### src/verilog/rvc_pkg.sv
// RV32C decoder shared types
// Unit-select and function codes, opcode keys, fixed register indices
package rvc_pkg;

    typedef logic [15:0] inst_t;
    typedef logic [4:0]  reg_idx_t;
    typedef logic [31:0] imm_t;
    typedef logic [2:0]  sel_t;
    typedef logic [3:0]  func_t;
    typedef logic [4:0]  opc_t;     // {funct3, quadrant}

    // ================================================
    // Execution unit select
    localparam sel_t SEL_NONE = 3'd0;
    localparam sel_t SEL_ALU  = 3'd1;
    localparam sel_t SEL_BJU  = 3'd2;
    localparam sel_t SEL_LSU  = 3'd3;
    localparam sel_t SEL_CP0  = 3'd4;

    // ================================================
    // Function codes
    localparam func_t FUNC_NONE   = 4'd0;
    localparam func_t FUNC_ADD    = 4'd1;
    localparam func_t FUNC_SUB    = 4'd2;
    localparam func_t FUNC_SLL    = 4'd3;
    localparam func_t FUNC_SRL    = 4'd4;
    localparam func_t FUNC_SRA    = 4'd5;
    localparam func_t FUNC_AND    = 4'd6;
    localparam func_t FUNC_OR     = 4'd7;
    localparam func_t FUNC_XOR    = 4'd8;
    localparam func_t FUNC_JAL    = 4'd9;
    localparam func_t FUNC_JALR   = 4'd10;
    localparam func_t FUNC_BEQ    = 4'd11;
    localparam func_t FUNC_BNE    = 4'd12;
    localparam func_t FUNC_LW     = 4'd13;
    localparam func_t FUNC_SW     = 4'd14;
    localparam func_t FUNC_EBREAK = 4'd15;

    // ================================================
    // Opcode keys, quadrant 0
    localparam opc_t OPC_ADDI4SPN = 5'b000_00;
    localparam opc_t OPC_LW       = 5'b010_00;
    localparam opc_t OPC_SW       = 5'b110_00;
    // Quadrant 1
    localparam opc_t OPC_ADDI     = 5'b000_01;
    localparam opc_t OPC_JAL      = 5'b001_01;
    localparam opc_t OPC_LI       = 5'b010_01;
    localparam opc_t OPC_LUI      = 5'b011_01;    // Also C.ADDI16SP
    localparam opc_t OPC_MISC_ALU = 5'b100_01;
    localparam opc_t OPC_J        = 5'b101_01;
    localparam opc_t OPC_BEQZ     = 5'b110_01;
    localparam opc_t OPC_BNEZ     = 5'b111_01;
    // Quadrant 2
    localparam opc_t OPC_SLLI     = 5'b000_10;
    localparam opc_t OPC_LWSP     = 5'b010_10;
    localparam opc_t OPC_JR_MV    = 5'b100_10;    // Also C.ADD, C.JALR, C.EBREAK
    localparam opc_t OPC_SWSP     = 5'b110_10;

    // Fixed register indices
    localparam reg_idx_t REG_ZERO = 5'd0;
    localparam reg_idx_t REG_RA   = 5'd1;
    localparam reg_idx_t REG_SP   = 5'd2;

endpackage

### src/verilog/rvc_unit_decd.sv
// Execution unit and function decode for RV32C
// Also tells whether the instruction writes rd
`timescale 1ns/100ps

module rvc_unit_decd
(
    input  rvc_pkg::inst_t inst,
    output rvc_pkg::sel_t  sel,
    output rvc_pkg::func_t func,
    output logic           rd_vld
);

    rvc_pkg::opc_t opc;
    logic          rs2_zero;
    logic          rd_zero;
    // {sel, func, rd_vld} of the matched instruction
    logic [$bits(rvc_pkg::sel_t)+$bits(rvc_pkg::func_t):0] dec;

    assign opc      = {inst[15:13], inst[1:0]};
    assign rs2_zero = (inst[6:2] == 5'd0);
    assign rd_zero  = (inst[11:7] == 5'd0);

    always_comb
    begin
        dec = {rvc_pkg::SEL_NONE, rvc_pkg::FUNC_NONE, 1'b0};
        case (opc)
            // ================================================
            // ALU group
            rvc_pkg::OPC_ADDI4SPN,
            rvc_pkg::OPC_ADDI,
            rvc_pkg::OPC_LI,
            rvc_pkg::OPC_LUI:
                dec = {rvc_pkg::SEL_ALU, rvc_pkg::FUNC_ADD, 1'b1};
            rvc_pkg::OPC_SLLI:
                dec = {rvc_pkg::SEL_ALU, rvc_pkg::FUNC_SLL, 1'b1};
            rvc_pkg::OPC_MISC_ALU:
            begin
                casez ({inst[12:10], inst[6:5]})
                    5'b?00??: dec = {rvc_pkg::SEL_ALU, rvc_pkg::FUNC_SRL, 1'b1};
                    5'b?01??: dec = {rvc_pkg::SEL_ALU, rvc_pkg::FUNC_SRA, 1'b1};
                    5'b?10??: dec = {rvc_pkg::SEL_ALU, rvc_pkg::FUNC_AND, 1'b1}; // C.ANDI
                    5'b01100: dec = {rvc_pkg::SEL_ALU, rvc_pkg::FUNC_SUB, 1'b1};
                    5'b01101: dec = {rvc_pkg::SEL_ALU, rvc_pkg::FUNC_XOR, 1'b1};
                    5'b01110: dec = {rvc_pkg::SEL_ALU, rvc_pkg::FUNC_OR, 1'b1};
                    5'b01111: dec = {rvc_pkg::SEL_ALU, rvc_pkg::FUNC_AND, 1'b1};
                    default:  dec = {rvc_pkg::SEL_NONE, rvc_pkg::FUNC_NONE, 1'b0};
                endcase
            end
            // C.JR / C.MV split on rs2, the bit-12 half adds EBREAK
            rvc_pkg::OPC_JR_MV:
            begin
                if (!inst[12])
                    dec = rs2_zero ? {rvc_pkg::SEL_BJU, rvc_pkg::FUNC_JALR, 1'b0}
                                   : {rvc_pkg::SEL_ALU, rvc_pkg::FUNC_ADD, 1'b1};
                else if (rs2_zero && rd_zero)
                    dec = {rvc_pkg::SEL_CP0, rvc_pkg::FUNC_EBREAK, 1'b0};
                else if (rs2_zero)
                    dec = {rvc_pkg::SEL_BJU, rvc_pkg::FUNC_JALR, 1'b1};   // C.JALR
                else
                    dec = {rvc_pkg::SEL_ALU, rvc_pkg::FUNC_ADD, 1'b1};    // C.ADD
            end
            // ================================================
            // BJU group
            rvc_pkg::OPC_JAL:  dec = {rvc_pkg::SEL_BJU, rvc_pkg::FUNC_JAL, 1'b1};
            rvc_pkg::OPC_J:    dec = {rvc_pkg::SEL_BJU, rvc_pkg::FUNC_JAL, 1'b0};
            rvc_pkg::OPC_BEQZ: dec = {rvc_pkg::SEL_BJU, rvc_pkg::FUNC_BEQ, 1'b0};
            rvc_pkg::OPC_BNEZ: dec = {rvc_pkg::SEL_BJU, rvc_pkg::FUNC_BNE, 1'b0};
            // ================================================
            // LSU group, FP forms fall to default
            rvc_pkg::OPC_LW,
            rvc_pkg::OPC_LWSP: dec = {rvc_pkg::SEL_LSU, rvc_pkg::FUNC_LW, 1'b1};
            rvc_pkg::OPC_SW,
            rvc_pkg::OPC_SWSP: dec = {rvc_pkg::SEL_LSU, rvc_pkg::FUNC_SW, 1'b0};
            default:           dec = {rvc_pkg::SEL_NONE, rvc_pkg::FUNC_NONE, 1'b0};
        endcase
    end

    assign {sel, func, rd_vld} = dec;

    // A write to rd always has a unit behind it
    a_rd_has_unit: assert property (@(inst) rd_vld |-> (sel != rvc_pkg::SEL_NONE));

endmodule

### src/verilog/rvc_reg_decd.sv
// Register index decode for RV32C
// rs1, rs2 and rd indices with source valid bits
`timescale 1ns/100ps

module rvc_reg_decd
(
    input  rvc_pkg::inst_t    inst,
    output rvc_pkg::reg_idx_t rs1,
    output logic              rs1_vld,
    output rvc_pkg::reg_idx_t rs2,
    output logic              rs2_vld,
    output rvc_pkg::reg_idx_t rd
);

    rvc_pkg::opc_t opc;
    logic          rs2_zero;

    // 3-bit compressed field maps onto x8..x15
    function automatic rvc_pkg::reg_idx_t creg(input logic [2:0] field);
        creg = {2'b01, field};
    endfunction

    assign opc      = {inst[15:13], inst[1:0]};
    assign rs2_zero = (inst[6:2] == 5'd0);

    // ================================================
    // Source 1
    always_comb
    begin
        rs1_vld = 1'b1;
        case (opc)
            rvc_pkg::OPC_LI:       rs1 = rvc_pkg::REG_ZERO;
            rvc_pkg::OPC_LUI:      // C.ADDI16SP when rd is sp
                rs1 = (inst[11:7] == rvc_pkg::REG_SP) ? rvc_pkg::REG_SP : rvc_pkg::REG_ZERO;
            rvc_pkg::OPC_ADDI4SPN,
            rvc_pkg::OPC_LWSP,
            rvc_pkg::OPC_SWSP:     rs1 = rvc_pkg::REG_SP;
            rvc_pkg::OPC_LW,
            rvc_pkg::OPC_SW,
            rvc_pkg::OPC_BEQZ,
            rvc_pkg::OPC_BNEZ,
            rvc_pkg::OPC_MISC_ALU: rs1 = creg(inst[9:7]);
            rvc_pkg::OPC_ADDI,
            rvc_pkg::OPC_SLLI:     rs1 = inst[11:7];
            rvc_pkg::OPC_JR_MV:    // C.MV reads x0 as rs1
                rs1 = (!inst[12] && !rs2_zero) ? rvc_pkg::REG_ZERO : inst[11:7];
            default:
            begin
                rs1_vld = 1'b0;
                rs1     = rvc_pkg::REG_ZERO;
            end
        endcase
    end

    // ================================================
    // Source 2
    always_comb
    begin
        rs2_vld = 1'b1;
        case (opc)
            rvc_pkg::OPC_SWSP,
            rvc_pkg::OPC_JR_MV:    rs2 = inst[6:2];
            rvc_pkg::OPC_SW:       rs2 = creg(inst[4:2]);
            rvc_pkg::OPC_MISC_ALU:
            begin
                rs2_vld = (inst[11:10] == 2'b11);   // Reg-reg forms only
                rs2     = creg(inst[4:2]);
            end
            rvc_pkg::OPC_BEQZ,
            rvc_pkg::OPC_BNEZ:     rs2 = rvc_pkg::REG_ZERO;
            default:
            begin
                rs2_vld = 1'b0;
                rs2     = rvc_pkg::REG_ZERO;
            end
        endcase
    end

    // ================================================
    // Destination
    always_comb
    begin
        case (opc)
            rvc_pkg::OPC_JR_MV:    rd = rs2_zero ? rvc_pkg::REG_RA : inst[11:7];
            rvc_pkg::OPC_JAL:      rd = rvc_pkg::REG_RA;
            rvc_pkg::OPC_MISC_ALU: rd = creg(inst[9:7]);
            rvc_pkg::OPC_LW,
            rvc_pkg::OPC_ADDI4SPN: rd = creg(inst[4:2]);
            default:               rd = inst[11:7];    // LWSP, LI, LUI, ADDI, SLLI
        endcase
    end

endmodule

### src/verilog/rvc_imm_gen.sv
// Immediate generation for the nine RV32C formats
// imm1 holds the ALU immediates, imm2 the offsets
`timescale 1ns/100ps

module rvc_imm_gen
(
    input  rvc_pkg::inst_t inst,
    output rvc_pkg::imm_t  imm1,
    output logic           imm1_vld,
    output rvc_pkg::imm_t  imm2,
    output logic           imm2_vld
);

    rvc_pkg::opc_t opc;
    logic          rd_sp;
    rvc_pkg::imm_t ci_imm, cil_imm, cia_imm, ciw_imm;
    rvc_pkg::imm_t cis_imm, cl_imm, css_imm, cb_imm, cj_imm;
    logic          ci_vld, cil_vld, cia_vld, ciw_vld;
    logic          cis_vld, cl_vld, css_vld, cb_vld, cj_vld;

    assign opc   = {inst[15:13], inst[1:0]};
    assign rd_sp = (inst[11:7] == rvc_pkg::REG_SP);

    // ================================================
    // imm1 formats
    // CI: C.ADDI C.LI C.SLLI C.SRLI C.SRAI C.ANDI
    assign ci_vld  = (opc == rvc_pkg::OPC_ADDI) || (opc == rvc_pkg::OPC_LI)
                  || (opc == rvc_pkg::OPC_SLLI)
                  || ((opc == rvc_pkg::OPC_MISC_ALU) && (inst[11:10] != 2'b11));
    assign ci_imm  = {{27{inst[12]}}, inst[6:2]};
    assign cil_vld = (opc == rvc_pkg::OPC_LUI) && !rd_sp;   // C.LUI
    assign cil_imm = {{15{inst[12]}}, inst[6:2], 12'b0};
    assign cia_vld = (opc == rvc_pkg::OPC_LUI) && rd_sp;    // C.ADDI16SP
    assign cia_imm = {{23{inst[12]}}, inst[4:3], inst[5], inst[2], inst[6], 4'b0};
    assign ciw_vld = (opc == rvc_pkg::OPC_ADDI4SPN);
    assign ciw_imm = {22'b0, inst[10:7], inst[12:11], inst[5], inst[6], 2'b0};

    // ================================================
    // imm2 formats
    assign cis_vld = (opc == rvc_pkg::OPC_LWSP);
    assign cis_imm = {24'b0, inst[3:2], inst[12], inst[6:4], 2'b0};
    assign cl_vld  = (opc == rvc_pkg::OPC_LW) || (opc == rvc_pkg::OPC_SW);
    assign cl_imm  = {25'b0, inst[5], inst[12:10], inst[6], 2'b0};
    assign css_vld = (opc == rvc_pkg::OPC_SWSP);
    assign css_imm = {24'b0, inst[8:7], inst[12:9], 2'b0};
    assign cb_vld  = (opc == rvc_pkg::OPC_BEQZ) || (opc == rvc_pkg::OPC_BNEZ);
    assign cb_imm  = {{24{inst[12]}}, inst[6:5], inst[2], inst[11:10], inst[4:3], 1'b0};
    assign cj_vld  = (opc == rvc_pkg::OPC_JAL) || (opc == rvc_pkg::OPC_J);
    assign cj_imm  = {{21{inst[12]}}, inst[8], inst[10:9], inst[6], inst[7], inst[2],
                      inst[11], inst[5:3], 1'b0};

    // One-hot AND-OR merge
    assign imm1_vld = ci_vld | cil_vld | cia_vld | ciw_vld;
    assign imm1     = ({32{ci_vld}} & ci_imm) | ({32{cil_vld}} & cil_imm)
                    | ({32{cia_vld}} & cia_imm) | ({32{ciw_vld}} & ciw_imm);

    assign imm2_vld = cis_vld | cl_vld | css_vld | cb_vld | cj_vld;
    assign imm2     = ({32{cis_vld}} & cis_imm) | ({32{cl_vld}} & cl_imm)
                    | ({32{css_vld}} & css_imm) | ({32{cb_vld}} & cb_imm)
                    | ({32{cj_vld}} & cj_imm);

    // No format feeds both immediates
    a_imm_excl: assert property (@(inst) !(imm1_vld && imm2_vld));

endmodule

### src/verilog/rvc_decd_stage.sv
// Illegal-instruction check for RV32C
// Decode pipeline register, one cycle of latency
`timescale 1ns/100ps

module rvc_decd_stage
(
    input  logic              clk,
    input  logic              arst_n,
    input  logic              inst_vld,
    input  rvc_pkg::inst_t    inst,
    input  rvc_pkg::sel_t     decd_sel,
    input  rvc_pkg::func_t    decd_func,
    input  rvc_pkg::reg_idx_t decd_rs1,
    input  logic              decd_rs1_vld,
    input  rvc_pkg::reg_idx_t decd_rs2,
    input  logic              decd_rs2_vld,
    input  rvc_pkg::reg_idx_t decd_rd,
    input  logic              decd_rd_vld,
    input  rvc_pkg::imm_t     decd_imm1,
    input  logic              decd_imm1_vld,
    input  rvc_pkg::imm_t     decd_imm2,
    input  logic              decd_imm2_vld,
    output logic              dec_vld,
    output rvc_pkg::sel_t     sel,
    output rvc_pkg::func_t    func,
    output rvc_pkg::reg_idx_t rs1,
    output logic              rs1_vld,
    output rvc_pkg::reg_idx_t rs2,
    output logic              rs2_vld,
    output rvc_pkg::reg_idx_t rd,
    output logic              rd_vld,
    output rvc_pkg::imm_t     imm1,
    output logic              imm1_vld,
    output rvc_pkg::imm_t     imm2,
    output logic              imm2_vld,
    output logic              ill_expt
);

    rvc_pkg::opc_t opc;
    logic          ill;

    assign opc = {inst[15:13], inst[1:0]};

    // ================================================
    // Legality table, FP and reserved keys hit default
    always_comb
    begin
        case (opc)
            rvc_pkg::OPC_ADDI4SPN: ill = (inst[12:5] == 8'd0);
            rvc_pkg::OPC_LUI:      ill = ({inst[12], inst[6:2]} == 6'd0);
            rvc_pkg::OPC_SLLI:     ill = inst[12];
            // Shifts with bit 12, and the RV64 reg-reg half
            rvc_pkg::OPC_MISC_ALU: ill = inst[12] && (inst[11:10] != 2'b10);
            rvc_pkg::OPC_LWSP:     ill = (decd_rd == rvc_pkg::REG_ZERO);
            rvc_pkg::OPC_JR_MV:    ill = !inst[12] && (inst[11:2] == 10'd0);
            rvc_pkg::OPC_LW,
            rvc_pkg::OPC_SW,
            rvc_pkg::OPC_ADDI,
            rvc_pkg::OPC_JAL,
            rvc_pkg::OPC_LI,
            rvc_pkg::OPC_J,
            rvc_pkg::OPC_BEQZ,
            rvc_pkg::OPC_BNEZ,
            rvc_pkg::OPC_SWSP:     ill = 1'b0;
            default:               ill = 1'b1;
        endcase
    end

    // ================================================
    // Output register
    always_ff @(posedge clk or negedge arst_n)
    begin
        if (!arst_n)
        begin
            dec_vld <= 1'b0;
            {sel, func, rs1, rs1_vld, rs2, rs2_vld, rd, rd_vld,
             imm1, imm1_vld, imm2, imm2_vld, ill_expt} <= '0;
        end
        else
        begin
            dec_vld <= inst_vld;
            if (inst_vld)   // Fields hold while idle
            begin
                {sel, func, rs1, rs1_vld, rs2, rs2_vld, rd, rd_vld,
                 imm1, imm1_vld, imm2, imm2_vld, ill_expt} <=
                    {decd_sel, decd_func, decd_rs1, decd_rs1_vld, decd_rs2, decd_rs2_vld,
                     decd_rd, decd_rd_vld, decd_imm1, decd_imm1_vld, decd_imm2,
                     decd_imm2_vld, ill};
            end
        end
    end

    a_dec_vld_known: assert property (@(posedge clk) disable iff (!arst_n)
                                      !$isunknown(dec_vld));

endmodule

### src/verilog/rvc_decoder.sv
// RV32C decoder top level
// Parallel field decoders feeding one output register
`timescale 1ns/100ps

module rvc_decoder
(
    input  logic              clk,
    input  logic              arst_n,
    input  logic              inst_vld,
    input  rvc_pkg::inst_t    inst,
    output logic              dec_vld,
    output rvc_pkg::sel_t     sel,
    output rvc_pkg::func_t    func,
    output rvc_pkg::reg_idx_t rs1,
    output rvc_pkg::reg_idx_t rs2,
    output rvc_pkg::reg_idx_t rd,
    output logic              rs1_vld,
    output logic              rs2_vld,
    output logic              rd_vld,
    output rvc_pkg::imm_t     imm1,
    output rvc_pkg::imm_t     imm2,
    output logic              imm1_vld,
    output logic              imm2_vld,
    output logic              ill_expt
);

    // Unregistered decode results
    rvc_pkg::sel_t     decd_sel;
    rvc_pkg::func_t    decd_func;
    rvc_pkg::reg_idx_t decd_rs1, decd_rs2, decd_rd;
    logic              decd_rs1_vld, decd_rs2_vld, decd_rd_vld;
    rvc_pkg::imm_t     decd_imm1, decd_imm2;
    logic              decd_imm1_vld, decd_imm2_vld;

    rvc_unit_decd u_unit_decd
    (
        .inst(inst), .sel(decd_sel), .func(decd_func), .rd_vld(decd_rd_vld)
    );

    rvc_reg_decd u_reg_decd
    (
        .inst(inst),
        .rs1(decd_rs1), .rs1_vld(decd_rs1_vld),
        .rs2(decd_rs2), .rs2_vld(decd_rs2_vld),
        .rd(decd_rd)
    );

    rvc_imm_gen u_imm_gen
    (
        .inst(inst),
        .imm1(decd_imm1), .imm1_vld(decd_imm1_vld),
        .imm2(decd_imm2), .imm2_vld(decd_imm2_vld)
    );

    rvc_decd_stage u_decd_stage
    (
        .clk(clk), .arst_n(arst_n), .inst_vld(inst_vld), .inst(inst),
        .decd_sel(decd_sel), .decd_func(decd_func),
        .decd_rs1(decd_rs1), .decd_rs1_vld(decd_rs1_vld),
        .decd_rs2(decd_rs2), .decd_rs2_vld(decd_rs2_vld),
        .decd_rd(decd_rd), .decd_rd_vld(decd_rd_vld),
        .decd_imm1(decd_imm1), .decd_imm1_vld(decd_imm1_vld),
        .decd_imm2(decd_imm2), .decd_imm2_vld(decd_imm2_vld),
        .dec_vld(dec_vld), .sel(sel), .func(func),
        .rs1(rs1), .rs1_vld(rs1_vld), .rs2(rs2), .rs2_vld(rs2_vld),
        .rd(rd), .rd_vld(rd_vld),
        .imm1(imm1), .imm1_vld(imm1_vld), .imm2(imm2), .imm2_vld(imm2_vld),
        .ill_expt(ill_expt)
    );

endmodule

### config.mk
export PLATFORM = sky130hd
export DESIGN_NAME = rvc_decoder
export DESIGN_NICKNAME = d
export VERILOG_FILES = /design/src/verilog/rvc_pkg.sv /design/src/verilog/rvc_unit_decd.sv /design/src/verilog/rvc_reg_decd.sv /design/src/verilog/rvc_imm_gen.sv /design/src/verilog/rvc_decd_stage.sv /design/src/verilog/rvc_decoder.sv
export SDC_FILE = /design/constraint.sdc
export NUM_CORES = 1
export LEC_CHECK = 0
export ABC_AREA = 1
export ABC_CLOCK_PERIOD_IN_PS = 800
export BUFFER_PORTS_ARGS = -buffer_cell sky130_fd_sc_hd__buf_4
export CAP_MARGIN = 5
export CELL_PAD_IN_SITES_DETAIL_PLACEMENT = 1
export CELL_PAD_IN_SITES_GLOBAL_PLACEMENT = 2
export CORE_ASPECT_RATIO = 2
export CORE_MARGIN = 3
export CORE_UTILIZATION = 25
export CTS_CLUSTER_DIAMETER = 150
export DETAILED_ROUTE_END_ITERATION = 10
export PLACE_DENSITY_LB_ADDON = 0.08
export SLEW_MARGIN = 30
export SYNTH_ARGS = -nofsm -noshare
export SYNTH_HDL_FRONTEND = slang
export SYNTH_SLANG_ARGS = --single-unit
### constraint.sdc
create_clock -name clk -period 0.8 [get_ports clk]
set_input_delay 0.08 -clock clk [delete_from_list [all_inputs] [get_ports clk]]
set_output_delay 0.08 -clock clk [all_outputs]
set_load 0.1 [all_outputs]
== After elaboration in Yosys (flattened, before gate mapping) ==
Cells that the tools add are included.
Widths: inputs -> output; s select.

* Flip-flop bits (word level): 93
* Bits of input ports: 19

* Equal/unequal tests: 24
* Muxes and demuxes: 15
* Bitwise logic cells: 23
* Reductions and logical operators: 37

{| class="wikitable"
|+ Operator list
! cell !! count
|-
| $or 32x32->32 || 7
|-
| $and 32x32->32 || 5
|-
| $pmux 8 s10 || 1
|-
| $and 32x8->32 || 2
|-
| $eq 5x4->1 const B || 8
|-
| $pmux 6 s6 || 1
|-
| $eq 5x5->1 const B || 7
|-
| $and 32x10->32 || 1
|-
| $and 32x7->32 || 1
|-
| $pmux 5 s5 || 1
|-
| $logic_not 5->1 || 4
|-
| $pmux 5 s4 || 1
|-
| $mux 8 || 2
|-
| $mux 7 || 2
|-
| $reduce_or 2->1 || 7
|-
| $reduce_or 13->1 || 1
|-
| $eq 5x2->1 const B || 2
|-
| $logic_not 10->1 || 1
|-
| $mux 5 || 2
|-
| $pmux 5 s2 || 1
|-
| $reduce_or 5->1 || 2
|-
| $reduce_or 9->1 || 1
|-
| $logic_not 8->1 || 1
|-
| $logic_and 1x1->1 || 7
|-
| other kinds (16) || 31
|}

== Depth between registers and ports, before layout ==
* Depth in word-level cells: 8
* Gate-level depth with buffers: 12
* Gate-level depth less buffers: 11

== Hierarchy ==
From an unflattened synthesis, not the netlist that was laid out.

* Cells, all modules: 614
* Area total of the unflattened synthesis: 5,435.2 µm²

{| class="wikitable"
|+ By module, submodules not included
! module !! times used !! cells an instance !! area an instance (µm²) !! seq. area each (µm²)
|-
| rvc_decd_stage || 1 || 256 || 3,678.5 || 2,327.2
|-
| rvc_imm_gen || 1 || 157 || 827.0 || 0.0
|-
| rvc_reg_decd || 1 || 114 || 531.8 || 0.0
|-
| rvc_unit_decd || 1 || 87 || 397.9 || 0.0
|}

== Worst setup path after synthesis ==
No wires, ideal clock.

* Kind: reg-to-output
* From: register, netlist name u_decd_stage.imm2[30]
* To: output imm2[12]
* Data arrival time: 1,655 ps
* Data required time: 720 ps
* Path slack: -935 ps
* Cell stages (with the launch flop): 2
* Buffers on the path: 1
* Path through: dfrtp_1 buf_4

{| class="wikitable"
|+ RTL lines
! what !! RTL line !! RTL
|-
| end: declaration || rvc_decoder.sv:21 || <nowiki>output rvc_pkg::imm_t imm2,</nowiki>
|}

==> impl_metrics.yaml <==
routing:
  drc_errors: 0
  drtAntennaViolNets: 0
  route.vias.total: 4186
  routed_via_density: 4.97
  first_pass_iters: 4
  wl_um: 18200
  wl_per_cell_um: 21.6
  drtIter0Drc: 160
critical_path:
  cp_num_cells: 2
  crit_arrival_ps: 1180
  worstSetupEndpointType: "output port"
  required_ps: 720
  critPathSlowestCell: "dfrtp_4"
  path_class: "register to output port"
  path_max_fanout: 11
  max_stage_delay_ps: 500
  cp_top_family: "flip-flops"
  cp_cell_sequence: "buf_12, buf_12"
  worst_path_most_repeated_cell: "buf_12"
  path_buf_inv: 2
  startpoint_type: "register"
  r2r_cells: 3
yosys:
  synth_cell_types: 39
  ys_async_sr_fraction_pct: 100
  yosysWarnings: 0
  synth_edf_count: 0
  ys_ff_latch: 57
  synthCells: 439
  syn_area_per_cell_um2: 7.71
  netlist_area_um2: 3380
  synth-seq-area-share_pct: 42.1
  syn-num-nets: 458
  synth_ff_type: "dfrtp_1"
power_and_ir_drop:
  clkPwrFrac_pct: 29.8
  swShare_pct: 40.6
  total_power_w: 0.0127
  power_density_nw_per_um2: 1580
  switching_power_w: 0.00515
  peakVddDrop_v: 0.00109
  sequentialPowerShare_pct: 26.8
  combPwrFrac_pct: 43.3
  power.internal_w: 0.00753
  p_leak_nw: 3.62
timing:
  finClkSkew_ps: 0
  finalCritPeriodShare_pct: 158
  rsz0062_at_grt: "yes"
  hold_viol_final: 0
  setup_violations: 148
  fin_crit_ps: 1260
  slew_viol_final: 0
  finalSetupTns_ps: -43750
  fmax_mhz: 791
  setup_ws_ps: -464
clocking:
  cts.sinks: 57
  cts-root-buf: "clkbuf_16"
  clock_path_buffers: 2
  clkLatencyLatePin_ps: 320
  clk_pin_slew_ps: 50
  h-tree-depth: 3
  tritoncts: "done"
  cts_buffers: 9
flow_run:
  max_cap_viol_count: 0
outcome:
  violations: "setup timing"
  status: "complete, but fails checks"
global_routing:
  grt_pass1_wl_um: 26100
  grt_pass1_vias: 4586
  antenna_found_initial: 0
  grt_usage_pct: 23.5
  grt_max_degree: 26
  grt-ovfl-total: 0
cells_and_area:
  fin_cells: 842
  nets: 704
  synthToLayoutAreaGrowth_pct: 137
  diodes: 0
  drive_above_1_share_pct: 76.7
  final_cell_area_um2: 8010
  final_util_pct: 61.0
placement:
  dp.cells: 766
  hpwl_um: 12900
  placed_cell_area_um2: 5130
  port_buffers: 110
  gp_congestion: 0.925
die:
  pin_count: 112
  coreArea_um2: 13100
  initial_core_util_pct: 25.8
  num_rows: 59
  die_h_um: 171
  die_area_um2: 15100
  fp.dieW_um: 88.3
worst_hold_path:
  holdPathStages: 2
  hp-class: "primary input to register"
registers in the layout (all words and copies together) (netlist names), 3 cells and up:
name and count:
u_decd_stage.func 4, u_decd_stage.imm1 17, u_decd_stage.imm2 11, u_decd_stage.rd 5
u_decd_stage.rs1 5, u_decd_stage.rs2 5, u_decd_stage.sel 3
per-layer routing:
metal  track usage, %  up-vias  part of all wire, %
met2             46.9      117                   62
met4             11.5        0                  3.5
met3             2.55       34                  2.7
met1             22.5     2111                   32
met5                0        -                    0
li1                 -     1924                    -
per-stage QoR:
step                      setup WS [ps]  hold slack [ps]
after floorplan                    -505             -216
after global placement             -868            -32.6
after detailed placement           -946            -31.4
after CTS                          -461             70.7
after global routing               -486             86.6
final                              -464             84.8
layout by cell type, fill, tap and decap left out, types with 3 or more instances in the layout:
cell       synthesis  final
buf_4             37    134
buf_12             0     83
nand2_1          106     69
buf_6              1     64
dfrtp_2            0     42
nor2_4             4     28
nor2_1            50     22
nand2_2            1     20
nand2_4            0     18
o21ai_2            0     16
nand3_2            3     14
o21ai_1            5     13
inv_1             25     12
inv_2              7      9
nand4_1            9      9
nand3_4            1      9
clkbuf_16          0      9
dfrtp_4            0      9
a21oi_2            1      8
nand3_1           26      7
nor2_2             3      7
o211ai_2           6      6
buf_8              0      6
dfrtp_1           57      6
inv_6              0      5
a21oi_1           17      5
a21oi_4            0      5
o221ai_2           0      5
nor3_4             0      4
a31oi_1            6      4
nor3_2             0      4
clkinv_2           0      4
inv_4              0      3
o211ai_1           3      3
cell usage after synthesis, drive strengths merged (3+ instances only):
library cell | number | area (um^2)
a21oi | 18 | 93.8
a31oi | 6 | 37.5
buf | 42 | 308
clkbuf | 11 | 41.3
dfrtp | 57 | 1430
inv | 32 | 120
nand2 | 107 | 404
nand3 | 30 | 178
nand4 | 9 | 56.3
nor2 | 58 | 272
nor3 | 9 | 45.0
o211ai | 9 | 97.6
o21ai | 31 | 155
o221ai | 6 | 52.6
o22ai | 3 | 18.8
layout make-up:
class / instances / area, um^2
Sequential cell: 57 / 1510
Clock buffer: 10 / 229
Fill cell: 1353 / 5130
Tap cell: 152 / 190
Inverter: 33 / 176
Multi-Input combinational cell: 296 / 2360
Timing Repair Buffer: 288 / 3490
Clock inverter: 6 / 58.8
cell families (layout without fill, tap and decap cells):
group           count (synthesis)  after routing  share of synthesized area, %
buf+inv                        86            337                          14.0
compound gates                 79             79                          14.9
flops                          57             57                          42.1
simple gates                  216            216                          28.8
other cells                     1              1                         0.111
path summary, 6_finish.rpt:
path	from	to	slack [ps]
max	u_decd_stage.imm2[30]	imm2[12]	-460
min	inst_vld	u_decd_stage.dec_vld	80
max reg2reg	u_decd_stage.imm2_vld	u_decd_stage.imm2_vld	-190
min reg2reg	u_decd_stage.imm2[6]	u_decd_stage.imm2[6]	530
max in group asynchronous	arst_n	u_decd_stage.imm2[3]	210
min in group asynchronous	arst_n	u_decd_stage.rs1[1]	170
power groups by stage:
stage | logic, W | registers [W] | clock network [W]
global route | 0.00570 | 0.00343 | 0.00398
floorplan | 0.00147 | 0.00490 | 0
CTS | 0.00500 | 0.00338 | 0.00388
finish | 0.00550 | 0.00340 | 0.00378
global placement | 0.00405 | 0.00334 | 0
detailed placement | 0.00407 | 0.00335 | 0
repair_timing:
| action | in CTS | in global routing |
|---|---|---|
| gates resized for setup | 378 | 166 |
| setup endpoints to repair | 148 | 148 |
| setup buffers | 39 | 28 |
| hold endpoints to repair | 57 | 0 |
| hold buffers | 1 | 0 |
| pin swaps | 67 | 62 |
Note: power is estimated with default switching activity, not from simulation.
